`src/mem_access_pkg.sv`:
```
`default_nettype none

package mem_access_pkg;

    typedef logic [31:0] word_t;
    typedef logic [19:0] pfn_t;
    typedef logic [4:0]  exc_code_t;
    typedef logic [2:0]  cca_t;
    typedef logic [3:0]  wstrb_t;

    typedef enum logic [1:0] {
        NONE  = 2'd0,
        LOAD  = 2'd1,
        STORE = 2'd2
    } mem_op_e;

    typedef enum logic [1:0] {
        BYTE = 2'd0,
        HALF = 2'd1,
        WORD = 2'd2
    } mem_size_e;

    // LEFT covers lwl/swl, RIGHT covers lwr/swr
    typedef enum logic [1:0] {
        NORMAL = 2'd0,
        LEFT   = 2'd1,
        RIGHT  = 2'd2
    } mem_align_e;

    typedef struct packed {
        mem_op_e    op;
        mem_size_e  size;
        mem_align_e align;
        logic       ll;
        logic       sc;
        word_t      vaddr;
        word_t      rt;     // store data from gpr rt
    } mem_req_t;

    typedef struct packed {
        logic found;
        logic v;
        logic d;
        pfn_t pfn;
        cca_t c;
    } tlb_result_t;

    typedef struct packed {
        logic bev;
        logic exl;
        logic iv;
        cca_t k0;   // config.k0, kseg0 attribute
    } cp0_ctrl_t;

    typedef struct packed {
        logic      valid;
        exc_code_t code;
    } prev_exc_t;

    typedef struct packed {
        logic      valid;
        exc_code_t code;
        word_t     badvaddr;
        logic      tlb_refill;
    } exc_out_t;

    localparam exc_code_t EXC_INT  = 5'd0;
    localparam exc_code_t EXC_MOD  = 5'd1;
    localparam exc_code_t EXC_TLBL = 5'd2;
    localparam exc_code_t EXC_TLBS = 5'd3;
    localparam exc_code_t EXC_ADEL = 5'd4;
    localparam exc_code_t EXC_ADES = 5'd5;
    localparam exc_code_t EXC_OV   = 5'd12;
    localparam exc_code_t EXC_TRAP = 5'd13;

    localparam cca_t CCA_CACHED = 3'd3;

    localparam logic [2:0] SEG_KSEG0 = 3'b100;
    localparam logic [2:0] SEG_KSEG1 = 3'b101;

    localparam word_t VEC_REFILL_RAM  = 32'h8000_0000;
    localparam word_t VEC_GENERAL_RAM = 32'h8000_0180;
    localparam word_t VEC_INT_RAM     = 32'h8000_0200;
    localparam word_t VEC_REFILL_ROM  = 32'hBFC0_0200;
    localparam word_t VEC_GENERAL_ROM = 32'hBFC0_0380;
    localparam word_t VEC_INT_ROM     = 32'hBFC0_0400;

endpackage

`default_nettype wire

```
`src/addr_translate.sv`:
```
`default_nettype none

module addr_translate
    import mem_access_pkg::*;
(
    input  mem_req_t    req,
    input  tlb_result_t tlb,
    input  cca_t        k0,
    output word_t       paddr,
    output logic        mapped,
    output logic        uncached
);

    logic active;
    logic kseg0;
    logic kseg1;
    logic k0_uncached;
    logic tlb_uncached;

    assign active = (req.op != NONE);

    // kuseg and kseg2/kseg3 go through the tlb
    assign mapped = active && (!req.vaddr[31] || (req.vaddr[31] && req.vaddr[30]));

    assign paddr = mapped ? {tlb.pfn, req.vaddr[11:0]}
                          : {3'b000, req.vaddr[28:0]};

    assign kseg0 = (req.vaddr[31:29] == SEG_KSEG0);
    assign kseg1 = (req.vaddr[31:29] == SEG_KSEG1);

    assign k0_uncached  = kseg0 && (k0 != CCA_CACHED);
    assign tlb_uncached = mapped && (tlb.c != CCA_CACHED);

    // idle slot also reports uncached
    assign uncached = kseg1 || k0_uncached || tlb_uncached || !active;

endmodule

`default_nettype wire

```
`src/mem_exc_detect.sv`:
```
`default_nettype none

module mem_exc_detect
    import mem_access_pkg::*;
(
    input  mem_req_t    req,
    input  tlb_result_t tlb,
    input  logic        mapped,
    input  word_t       pc,
    input  prev_exc_t   prev_exc,
    input  logic        interrupt,
    input  logic        overflow,
    input  logic        trap,
    output exc_out_t    exc
);

    logic is_load;
    logic is_store;
    logic misalign;
    logic ades;
    logic adel;
    logic tlb_miss;     // refill or invalid entry
    logic tlbl;
    logic tlbs;
    logic tlbmod;

    assign is_load  = (req.op == LOAD);
    assign is_store = (req.op == STORE);

    // lwl/lwr/swl/swr never fault on alignment
    always_comb begin
        misalign = 1'b0;
        if (req.align == NORMAL) begin
            case (req.size)
                HALF:    misalign = req.vaddr[0];
                WORD:    misalign = |req.vaddr[1:0];
                default: misalign = 1'b0;
            endcase
        end
    end

    assign ades = is_store && misalign;
    assign adel = is_load && misalign;

    assign tlb_miss = mapped && (!tlb.found || !tlb.v);
    assign tlbl     = tlb_miss && is_load;
    assign tlbs     = tlb_miss && is_store;
    assign tlbmod   = mapped && is_store && tlb.found && tlb.v && !tlb.d;

    always_comb begin
        exc = '0;
        if (interrupt) begin
            exc.valid = 1'b1;
            exc.code  = EXC_INT;
        end else if (prev_exc.valid) begin
            exc.valid    = 1'b1;
            exc.code     = prev_exc.code;
            exc.badvaddr = pc;  // earlier faults report their own pc
        end else if (overflow) begin
            exc.valid = 1'b1;
            exc.code  = EXC_OV;
        end else if (trap) begin
            exc.valid = 1'b1;
            exc.code  = EXC_TRAP;
        end else if (ades) begin
            exc.valid    = 1'b1;
            exc.code     = EXC_ADES;
            exc.badvaddr = req.vaddr;
        end else if (adel) begin
            exc.valid    = 1'b1;
            exc.code     = EXC_ADEL;
            exc.badvaddr = req.vaddr;
        end else if (tlbl || tlbs) begin
            exc.valid      = 1'b1;
            exc.code       = tlbl ? EXC_TLBL : EXC_TLBS;
            exc.badvaddr   = req.vaddr;
            exc.tlb_refill = !tlb.found;
        end else if (tlbmod) begin
            exc.valid    = 1'b1;
            exc.code     = EXC_MOD;
            exc.badvaddr = req.vaddr;
        end
    end

endmodule

`default_nettype wire

```
`src/ll_sc_link.sv`:
```
`default_nettype none

module ll_sc_link
    import mem_access_pkg::*;
(
    input  logic     clk,
    input  logic     arst_n,
    input  mem_req_t req,
    input  logic     exc_valid,
    input  logic     redirect_valid,
    output logic     sc_ok
);

    logic  link;
    word_t link_addr;
    logic  ll_done;

    assign ll_done = req.ll && (req.op == LOAD) && !exc_valid;

    // any exception or eret breaks the link
    always_ff @(posedge clk or negedge arst_n) begin
        if (!arst_n) begin
            link <= 1'b0;
        end else if (redirect_valid) begin
            link <= 1'b0;
        end else if (ll_done) begin
            link <= 1'b1;
        end
    end

    always_ff @(posedge clk) begin
        if (ll_done) begin
            link_addr <= req.vaddr;
        end
    end

    assign sc_ok = req.sc && (req.op == STORE) && link && (link_addr == req.vaddr);

endmodule

`default_nettype wire

```
`src/store_align.sv`:
```
`default_nettype none

module store_align
    import mem_access_pkg::*;
(
    input  mem_req_t   req,
    input  logic [1:0] addr_lo,     // paddr[1:0]
    input  logic       store_en,
    output wstrb_t     wstrb,
    output word_t      wdata
);

    always_comb begin
        wstrb = '0;
        if (store_en) begin
            case (req.align)
                LEFT: begin     // swl
                    case (addr_lo)
                        2'd0:    wstrb = 4'b0001;
                        2'd1:    wstrb = 4'b0011;
                        2'd2:    wstrb = 4'b0111;
                        default: wstrb = 4'b1111;
                    endcase
                end
                RIGHT: begin    // swr
                    case (addr_lo)
                        2'd0:    wstrb = 4'b1111;
                        2'd1:    wstrb = 4'b1110;
                        2'd2:    wstrb = 4'b1100;
                        default: wstrb = 4'b1000;
                    endcase
                end
                default: begin
                    case (req.size)
                        BYTE:    wstrb = 4'b0001 << addr_lo;
                        HALF:    wstrb = addr_lo[1] ? 4'b1100 : 4'b0011;
                        default: wstrb = 4'b1111;
                    endcase
                end
            endcase
        end
    end

    // partial word stores move rt into the lanes picked by the strobes
    always_comb begin
        wdata = req.rt;
        if (req.align == LEFT) begin
            case (wstrb)
                4'b0001: wdata = {4{req.rt[31:24]}};
                4'b0011: wdata = {2{req.rt[31:16]}};
                4'b0111: wdata = {8'h00, req.rt[31:8]};
                default: wdata = req.rt;
            endcase
        end else if (req.align == RIGHT) begin
            case (wstrb)
                4'b1000: wdata = {4{req.rt[7:0]}};
                4'b1100: wdata = {2{req.rt[15:0]}};
                4'b1110: wdata = {req.rt[23:0], 8'h00};
                default: wdata = req.rt;
            endcase
        end
    end

endmodule

`default_nettype wire

```
`src/exc_vector_sel.sv`:
```
`default_nettype none

module exc_vector_sel
    import mem_access_pkg::*;
(
    input  exc_out_t  exc,
    input  logic      interrupt,
    input  logic      eret,
    input  word_t     epc,
    input  cp0_ctrl_t cp0,
    output logic      redirect_valid,
    output word_t     redirect_pc
);

    word_t vec_general;
    word_t vec_int;
    word_t vec_refill;

    // bev selects the boot rom region
    assign vec_general = cp0.bev ? VEC_GENERAL_ROM : VEC_GENERAL_RAM;
    assign vec_int     = cp0.bev ? VEC_INT_ROM     : VEC_INT_RAM;
    assign vec_refill  = cp0.bev ? VEC_REFILL_ROM  : VEC_REFILL_RAM;

    assign redirect_valid = exc.valid || eret;

    always_comb begin
        redirect_pc = '0;
        if (exc.valid) begin
            if (interrupt) begin
                if (cp0.exl)
                    redirect_pc = vec_general;
                else
                    redirect_pc = cp0.iv ? vec_int : vec_general;
            end else if (exc.tlb_refill && !cp0.exl) begin
                redirect_pc = vec_refill;
            end else begin
                redirect_pc = vec_general;  // nested refill lands here too
            end
        end else if (eret) begin
            redirect_pc = epc;
        end
    end

endmodule

`default_nettype wire

```
`src/mem1_stage.sv`:
```
`default_nettype none

module mem1_stage
    import mem_access_pkg::*;
(
    input  logic        clk,
    input  logic        arst_n,
    input  mem_req_t    req,
    input  tlb_result_t tlb,
    input  cp0_ctrl_t   cp0,
    input  prev_exc_t   prev_exc,
    input  word_t       pc,
    input  word_t       epc,
    input  logic        interrupt,
    input  logic        overflow,
    input  logic        trap,
    input  logic        eret,
    output word_t       paddr,
    output logic        uncached,
    output logic        cache_valid,
    output logic        uncache_valid,
    output logic        sc_result,
    output wstrb_t      wstrb,
    output word_t       wdata,
    output exc_out_t    exc,
    output logic        redirect_valid,
    output word_t       redirect_pc
);

    logic mapped;
    logic sc_ok;
    logic sc_req;
    logic access_en;    // access actually goes to memory
    logic store_en;

    addr_translate u_addr_translate (
        .req      (req),
        .tlb      (tlb),
        .k0       (cp0.k0),
        .paddr    (paddr),
        .mapped   (mapped),
        .uncached (uncached)
    );

    mem_exc_detect u_mem_exc_detect (
        .req       (req),
        .tlb       (tlb),
        .mapped    (mapped),
        .pc        (pc),
        .prev_exc  (prev_exc),
        .interrupt (interrupt),
        .overflow  (overflow),
        .trap      (trap),
        .exc       (exc)
    );

    ll_sc_link u_ll_sc_link (
        .clk            (clk),
        .arst_n         (arst_n),
        .req            (req),
        .exc_valid      (exc.valid),
        .redirect_valid (redirect_valid),
        .sc_ok          (sc_ok)
    );

    assign sc_req = req.sc && (req.op == STORE);

    // a failed sc is dropped silently
    assign access_en = (req.op != NONE) && !exc.valid && !(sc_req && !sc_ok);
    assign store_en  = access_en && (req.op == STORE);

    assign cache_valid   = access_en && !uncached;
    assign uncache_valid = access_en && uncached;
    assign sc_result     = access_en && sc_req;

    store_align u_store_align (
        .req      (req),
        .addr_lo  (paddr[1:0]),
        .store_en (store_en),
        .wstrb    (wstrb),
        .wdata    (wdata)
    );

    exc_vector_sel u_exc_vector_sel (
        .exc            (exc),
        .interrupt      (interrupt),
        .eret           (eret),
        .epc            (epc),
        .cp0            (cp0),
        .redirect_valid (redirect_valid),
        .redirect_pc    (redirect_pc)
    );

endmodule

`default_nettype wire

```
`config.mk`:
```
export PLATFORM = sky130hd
export DESIGN_NAME = mem1_stage
export DESIGN_NICKNAME = d
export VERILOG_FILES = /design/src/mem_access_pkg.sv /design/src/addr_translate.sv /design/src/mem_exc_detect.sv /design/src/ll_sc_link.sv /design/src/store_align.sv /design/src/exc_vector_sel.sv /design/src/mem1_stage.sv
export SDC_FILE = /design/constraint.sdc
export NUM_CORES = 1
export LEC_CHECK = 0
export BUFFER_PORTS_ARGS = -buffer_cell sky130_fd_sc_hd__buf_2
export CORE_AREA = 5 5 124 126
export DETAILED_ROUTE_END_ITERATION = 8
export DIE_AREA = 0 0 129 131
export GPL_TIMING_DRIVEN = 1
export PLACE_DENSITY = 0.67
export SLEW_MARGIN = 20
export SYNTH_ARGS = -nofsm -noshare
export SYNTH_HDL_FRONTEND = slang
export SYNTH_SLANG_ARGS = --single-unit
export TNS_END_PERCENT = 20
```
`constraint.sdc`:
```
create_clock -name clk -period 3.06 [get_ports clk]
set_input_delay 0.612 -clock clk [delete_from_list [all_inputs] [get_ports clk]]
set_output_delay 0.612 -clock clk [all_outputs]
set_load 0.02 [all_outputs]
```
# After elaboration in Yosys (flattened, before gate mapping)
# Cells that the tools add are included.
# totals
register_bits,33
input_bits,180
output_inout_bits,144
# op_classes
n_eq_ne,19
n_shift,1
muxes,40
n_reduce_logical,49
# ops
op,count
$mux 32,9
$pmux 32 s3,2
$mux 38,5
$mux 33,3
$mux 30,3
$eq 32x32->1,1
$logic_and 1x1->1,26
$mux 6,3
$pmux 4 s2,2
$eq 4x4->1 const B,3
$pmux 4 s3,1
$logic_not 1->1,10
$pmux 3 s3,1
$eq 2x1->1 const B,4
$eq 2x2->1 const B,4
$mux 1,8
$mux 4,2
$logic_or 1x1->1,7
$eq 3x3->1 const B,2
$logic_not 2->1,3
$ne 3x2->1 const B,2
$eq 4x1->1 const B,1
$eq 4x2->1 const B,1
$eq 4x3->1 const B,1
other kinds (4),5

# Longest topological paths before layout
# logic_depth
ltp_word,24
mapped_depth,11
depth_no_buf,9

# Hierarchy
# A second synthesis with hierarchy kept.
# unflattened
cells_unflattened,449
area_unflattened_um2,4234.1
# modules_own_cells
mod,n_inst,cells_per_inst,area_per_inst_um2
store_align,1,196,1422.6
ll_sc_link,1,81,1370.1
mem_exc_detect,1,75,569.3
addr_translate,1,41,460.4
exc_vector_sel,1,49,350.3
mem1_stage,1,7,61.3

# Worst setup path after synthesis
# Ideal clock, no wire load.
# synth_timing
path_kind,in2reg
from,input port req[68] in the netlist's numbering
to,register u_ll_sc_link.link_addr[0] (enable)
arrival_time_ps,3060
path_slack_ps,-421
stages,8
cell_sequence,inv_1 > ha_1 > nand2_1 > a21oi_2 > or2_1 > o21a_1 > nand2b_1 > nor2_1
# synth_between
elab_chain_cells,12
# synth_lines
item,line,rtl
from (decl),mem1_stage.sv:8,"input mem_req_t req,"
$eq 2x2->1 or $eq 2x1->1 (tied branches),mem_exc_detect.sv:34,case (req.size)
$pmux 1 s2 *,mem_exc_detect.sv:34,
$mux 1 *,mem_exc_detect.sv:33,if (req.align == NORMAL) begin
$logic_and 1x1->1,mem_exc_detect.sv:43,assign adel = is_load && misalign;
$mux 38,mem_exc_detect.sv:69,end else if (adel) begin
$mux 38 *,mem_exc_detect.sv:65,end else if (ades) begin
$mux 6 *,mem_exc_detect.sv:62,end else if (trap) begin
$mux 6 *,mem_exc_detect.sv:59,end else if (overflow) begin
$mux 38 *,mem_exc_detect.sv:55,end else if (prev_exc.valid) begin
$mux 6 *,mem_exc_detect.sv:52,if (interrupt) begin
net u_ll_sc_link.exc_valid,ll_sc_link.sv:9,"input logic exc_valid,"
$logic_not 1->1 *,ll_sc_link.sv:18,assign ll_done = req.ll && (req.op == LOAD) && !exc_valid;
$logic_and 1x1->1 *,ll_sc_link.sv:18,
net u_ll_sc_link.ll_done,ll_sc_link.sv:16,logic ll_done;
to (signal assigned),ll_sc_link.sv:33,link_addr <= req.vaddr;
to (decl),ll_sc_link.sv:15,word_t link_addr;
# Mark *: on every way through the listed nets, which the timed path passes. The rest lies on a longest branch.
# A chain may end at the register's enable or synchronous reset.

# Final worst setup path
# layout_timing
from,input port req[45] in the netlist's numbering
to,output port wdata[16]
# layout_between
elab_chain_cells,12
# layout_lines
item,line,rtl
$eq 32x32->1 *,ll_sc_link.sv:37,assign sc_ok = req.sc && (req.op == STORE) && link && (link_addr == req.vaddr);
$logic_and 1x1->1 *,ll_sc_link.sv:37,
$logic_not 1->1 *,mem1_stage.sv:69,assign access_en = (req.op != NONE) && !exc.valid && !(sc_req && !sc_ok);
$logic_and 1x1->1 *,mem1_stage.sv:69,
$logic_not 1->1 *,mem1_stage.sv:69,
$logic_and 1x1->1 *,mem1_stage.sv:69,
$logic_and 1x1->1 *,mem1_stage.sv:70,assign store_en = access_en && (req.op == STORE);
$mux 4 *,store_align.sv:15,if (store_en) begin
$eq 4x4->1,store_align.sv:55,case (wstrb)
$pmux 32 s3,store_align.sv:55,
$mux 32,store_align.sv:54,end else if (req.align == RIGHT) begin
$mux 32 *,store_align.sv:47,if (req.align == LEFT) begin
to (decl),mem1_stage.sv:24,"output word_t wdata,"
# Mark *: on every way between the ends. The rest lies on a longest branch, timed or not.

==> flow_summary_export.csv <==
group,metric,value,unit
flow_run,cap_violations,0,
timing,setup_violations,33,
cts,cts-root-buf,"clkbuf_16",
synthesis,syn_area,3930,sq um
cells_and_area,layout_commonest_cell,"buf_2",
global_route,grt_max_degree,35,
worst_setup_path,critPathBufInv,4,
global_route,grt_pass1_wl,26.6,mm
placement,place.gp.congestion,0.933,
cts,cts_made_buffers,5,
floorplan,start_util,0.277,
floorplan,die_h,131,um
drt,detail_route.first_pass.iterations,5,
timing,relSlewSlack,0.711,
synthesis,avgSynthCellArea,8.65,sq um
synthesis,ys_seq_elements,33,
floorplan,row_count,44,
synthesis,synth_top_cell_by_area,"edfxtp_1",
cells_and_area,n_fill_cell,1347,
worst_setup_path,required,2.45,ns
worst_setup_path,path_cells,"buf_6 -> xor2_2 -> nor4_2 -> nand4_1 -> o31ai_4 -> buf_6 -> a31oi_4 -> or2_1 -> buf_6 -> a221o_1 -> buf_6",
min_path,hp-class,"primary input to asynchronous set/reset pin",
status,violations,"negative setup slack",
floorplan,ios,324,
drt,via_count,5235,
synthesis,yosysUniqueCellTypes,58,
worst_setup_path,worst-path-stages,11,
power_and_ir_drop,power,2130,uW
cells_and_area,syn_to_final_growth,88.7,%
floorplan,dieArea,16900,sq um
power_and_ir_drop,leakagePower,0.00356,uW
floorplan,die_x,129,um
worst_setup_path,max_stage_delay,0.35,ns
drt,drc,0,
placement,placed_area,6350,sq um
synthesis,yosys_warnings,0,
cells_and_area,regArea,986,sq um
placement,hpwlAfterDp,15.3,mm
cells_and_area,final_cell_mix,"buf_2, buf_4, buf_6",
timing,finalClockSkew,0,ns
cells_and_area,multi_input_area,2990,sq um
timing,hold_viol_final,0,
synthesis,ys.flop_type,"edfxtp_1",
synthesis,async_flop_share,0.0303,
power_and_ir_drop,pwr_density_cell,287,nW/um^2
global_route,antenna_found_initial,3,
worst_setup_path,critPathArrivalTime,2.83,ns
status,outcome,"complete, but fails checks",
timing,setup_tns,-8.27,ns
drt,avgRoutedWirePerCell,18.3,um
cts,cts_buffer_depth,2,
power_and_ir_drop,peakVddDrop,0.361,mV
global_route,grt_remaining_overflow,0,
worst_setup_path,path_max_fanout,7,
cts,clk_latency,0.28,ns
cells_and_area,final_layout_size_suffix_gt1_frac,0.618,
timing,rsz0062_at_grt,"true",
drt,drt_iter0_markers,223,
timing,fmax,291,MHz
worst_setup_path,r2r_cells,2,
timing,layout_min_cycle_time,3.44,ns
worst_setup_path,crit_family,"simple AND/OR/NAND/NOR gates",
drt,wirelength,19.1,mm
cells_and_area,fin_area,7410,sq um
cts,clkSlewWorstSetupHoldPaths,0.05,ns
cts,htree_levels,2,
timing,slew_viol_final,0,
cts,cts_sinks,33,
worst_setup_path,cp_common_cell,"buf_6",
placement,place_inst,1014,
synthesis,yosysTopAreaCellShare,0.245,
floorplan,coreArea,14200,sq um
synthesis,ys_top_cells_by_area,"edfxtp_1, a22o_1, xor2_1",
cts,cts_tree,"yes",
drt,drtAntennaViolNets,0,
synthesis,ys_seq_area_frac,0.251,
timing,period_share,1.12,
timing,worstMarginPinSlew,0.433,ns
global_route,first_global_vias,4991,
synthesis,synth_edf_count,32,
timing,worst_slack,-0.378,ns
drt,via_per_inst,5.03,
worst_setup_path,slowest_stage,"a221o_1",
worst_setup_path,start_kind,"primary input",
cells_and_area,final_cell_count_no_fill,1040,
synthesis,syn-num-nets,641,
cells_and_area,nets,1039,
synthesis,synth_cells,454,
timing,whs,0.0939,ns
global_route,grt_usage,0.200,
worst_setup_path,endpoint_kind,"output pin",
worst_setup_path,worstSetupPathType,"primary input to output pin",
placement,io_buffer_count,323,
## layout make-up
type | count | area share
Tap cell | 184 | 0.0311
Multi-Input combinational cell | 370 | 0.404
Antenna cell | 3 | 0.00101
Inverter | 5 | 0.00355
Clock buffer | 5 | 0.0169
Timing Repair Buffer | 437 | 0.404
Sequential cell | 33 | 0.133
Clock inverter | 3 | 0.00625
## metal layers
layer	global-route usage	wire length [um]	part of all wire
met1	0.243	7100	0.37
met2	0.355	9970	0.52
met3	0.0370	1550	0.081
met4	0.0667	444	0.023
met5	0	0	0
## worst reg2reg max path: stages, from the launching register on
cell and delay [ns]:
dfrtp_1 0.39, a21oi_1 0.12, nor2_1 0.06
## sequential cells by signal, indices dropped and copies added, names as in the netlist
register	count
u_ll_sc_link.link	1
u_ll_sc_link.link_addr	32
## synthesized netlist by cell type, types with 2 or more instances
master and instances:
a22o_1 50, nand2_1 33, edfxtp_1 32, xor2_1 31, nor2_1 27, a21oi_1 26, and2_1 26, clkbuf_1 23
mux2_2 17, nor2b_1 17, o21ai_0 17, buf_4 14, a22oi_1 11, a2bb2oi_1 11, a21o_1 10, mux2i_1 9
a221o_1 8, buf_2 8, nor4_1 8, o2bb2ai_1 8, ha_1 7, inv_1 5, nand2b_1 4, nand3_1 4
nand3b_1 4, o221a_1 4, and3_1 3, nor3_1 3, o21a_1 3, a31oi_1 2, nor4_2 2
## power by group
| part | switching, uW | internal, uW | total (uW) |
|---|---|---|---|
| Sequential | 1.12 | 498 | 499 |
| Combinational | 541 | 504 | 1040 |
| Clock | 198 | 385 | 583 |
## cell families (layout without fill, tap and decap cells)
group,count (synthesis),after routing,share of synthesized area
adder cells (fa/ha/maj),7,7,0.0223
other,0,3,0
flip-flops,33,33,0.251
AO/OA/AOI/OAI,163,163,0.319
XOR/XNOR,33,33,0.0755
AND/OR/NAND/NOR,141,141,0.194
buffers and inverters,51,450,0.0666
multiplexers,26,26,0.0717
## what timing repair did
action                     4_1_cts  5_1_grt
pin swaps                       36       13
cloned                           1        1
hold buffers                     0        0
gates resized for setup        117       91
hold endpoints to repair         0        0
setup buffers                    6        8
setup endpoints to repair       87      100
## path summary, 6_finish.rpt
kind	start	to	slack, ns
worst max-delay path	req[45]	wdata[16]	-0.38
worst min-delay path	arst_n	u_ll_sc_link.link$_DFFE_PN0P_	0.09
worst max register to register	u_ll_sc_link.link$_DFFE_PN0P_	u_ll_sc_link.link$_DFFE_PN0P_	2.39
worst min register to register	u_ll_sc_link.link$_DFFE_PN0P_	u_ll_sc_link.link$_DFFE_PN0P_	0.54
max in group asynchronous	arst_n	u_ll_sc_link.link$_DFFE_PN0P_	2.88
min in group clk	u_ll_sc_link.link$_DFFE_PN0P_	u_ll_sc_link.link$_DFFE_PN0P_	0.54
## stage by stage
stage	util	setup WS (ns)
3_5_place_dp	0.447	-0.577
6_report	0.522	-0.378
4_1_cts	0.490	-0.360
2_1_floorplan	-	-0.320
3_3_place_gp	0.447	-0.486
5_1_grt	0.522	-0.451
(Power assumes the default switching activity.)
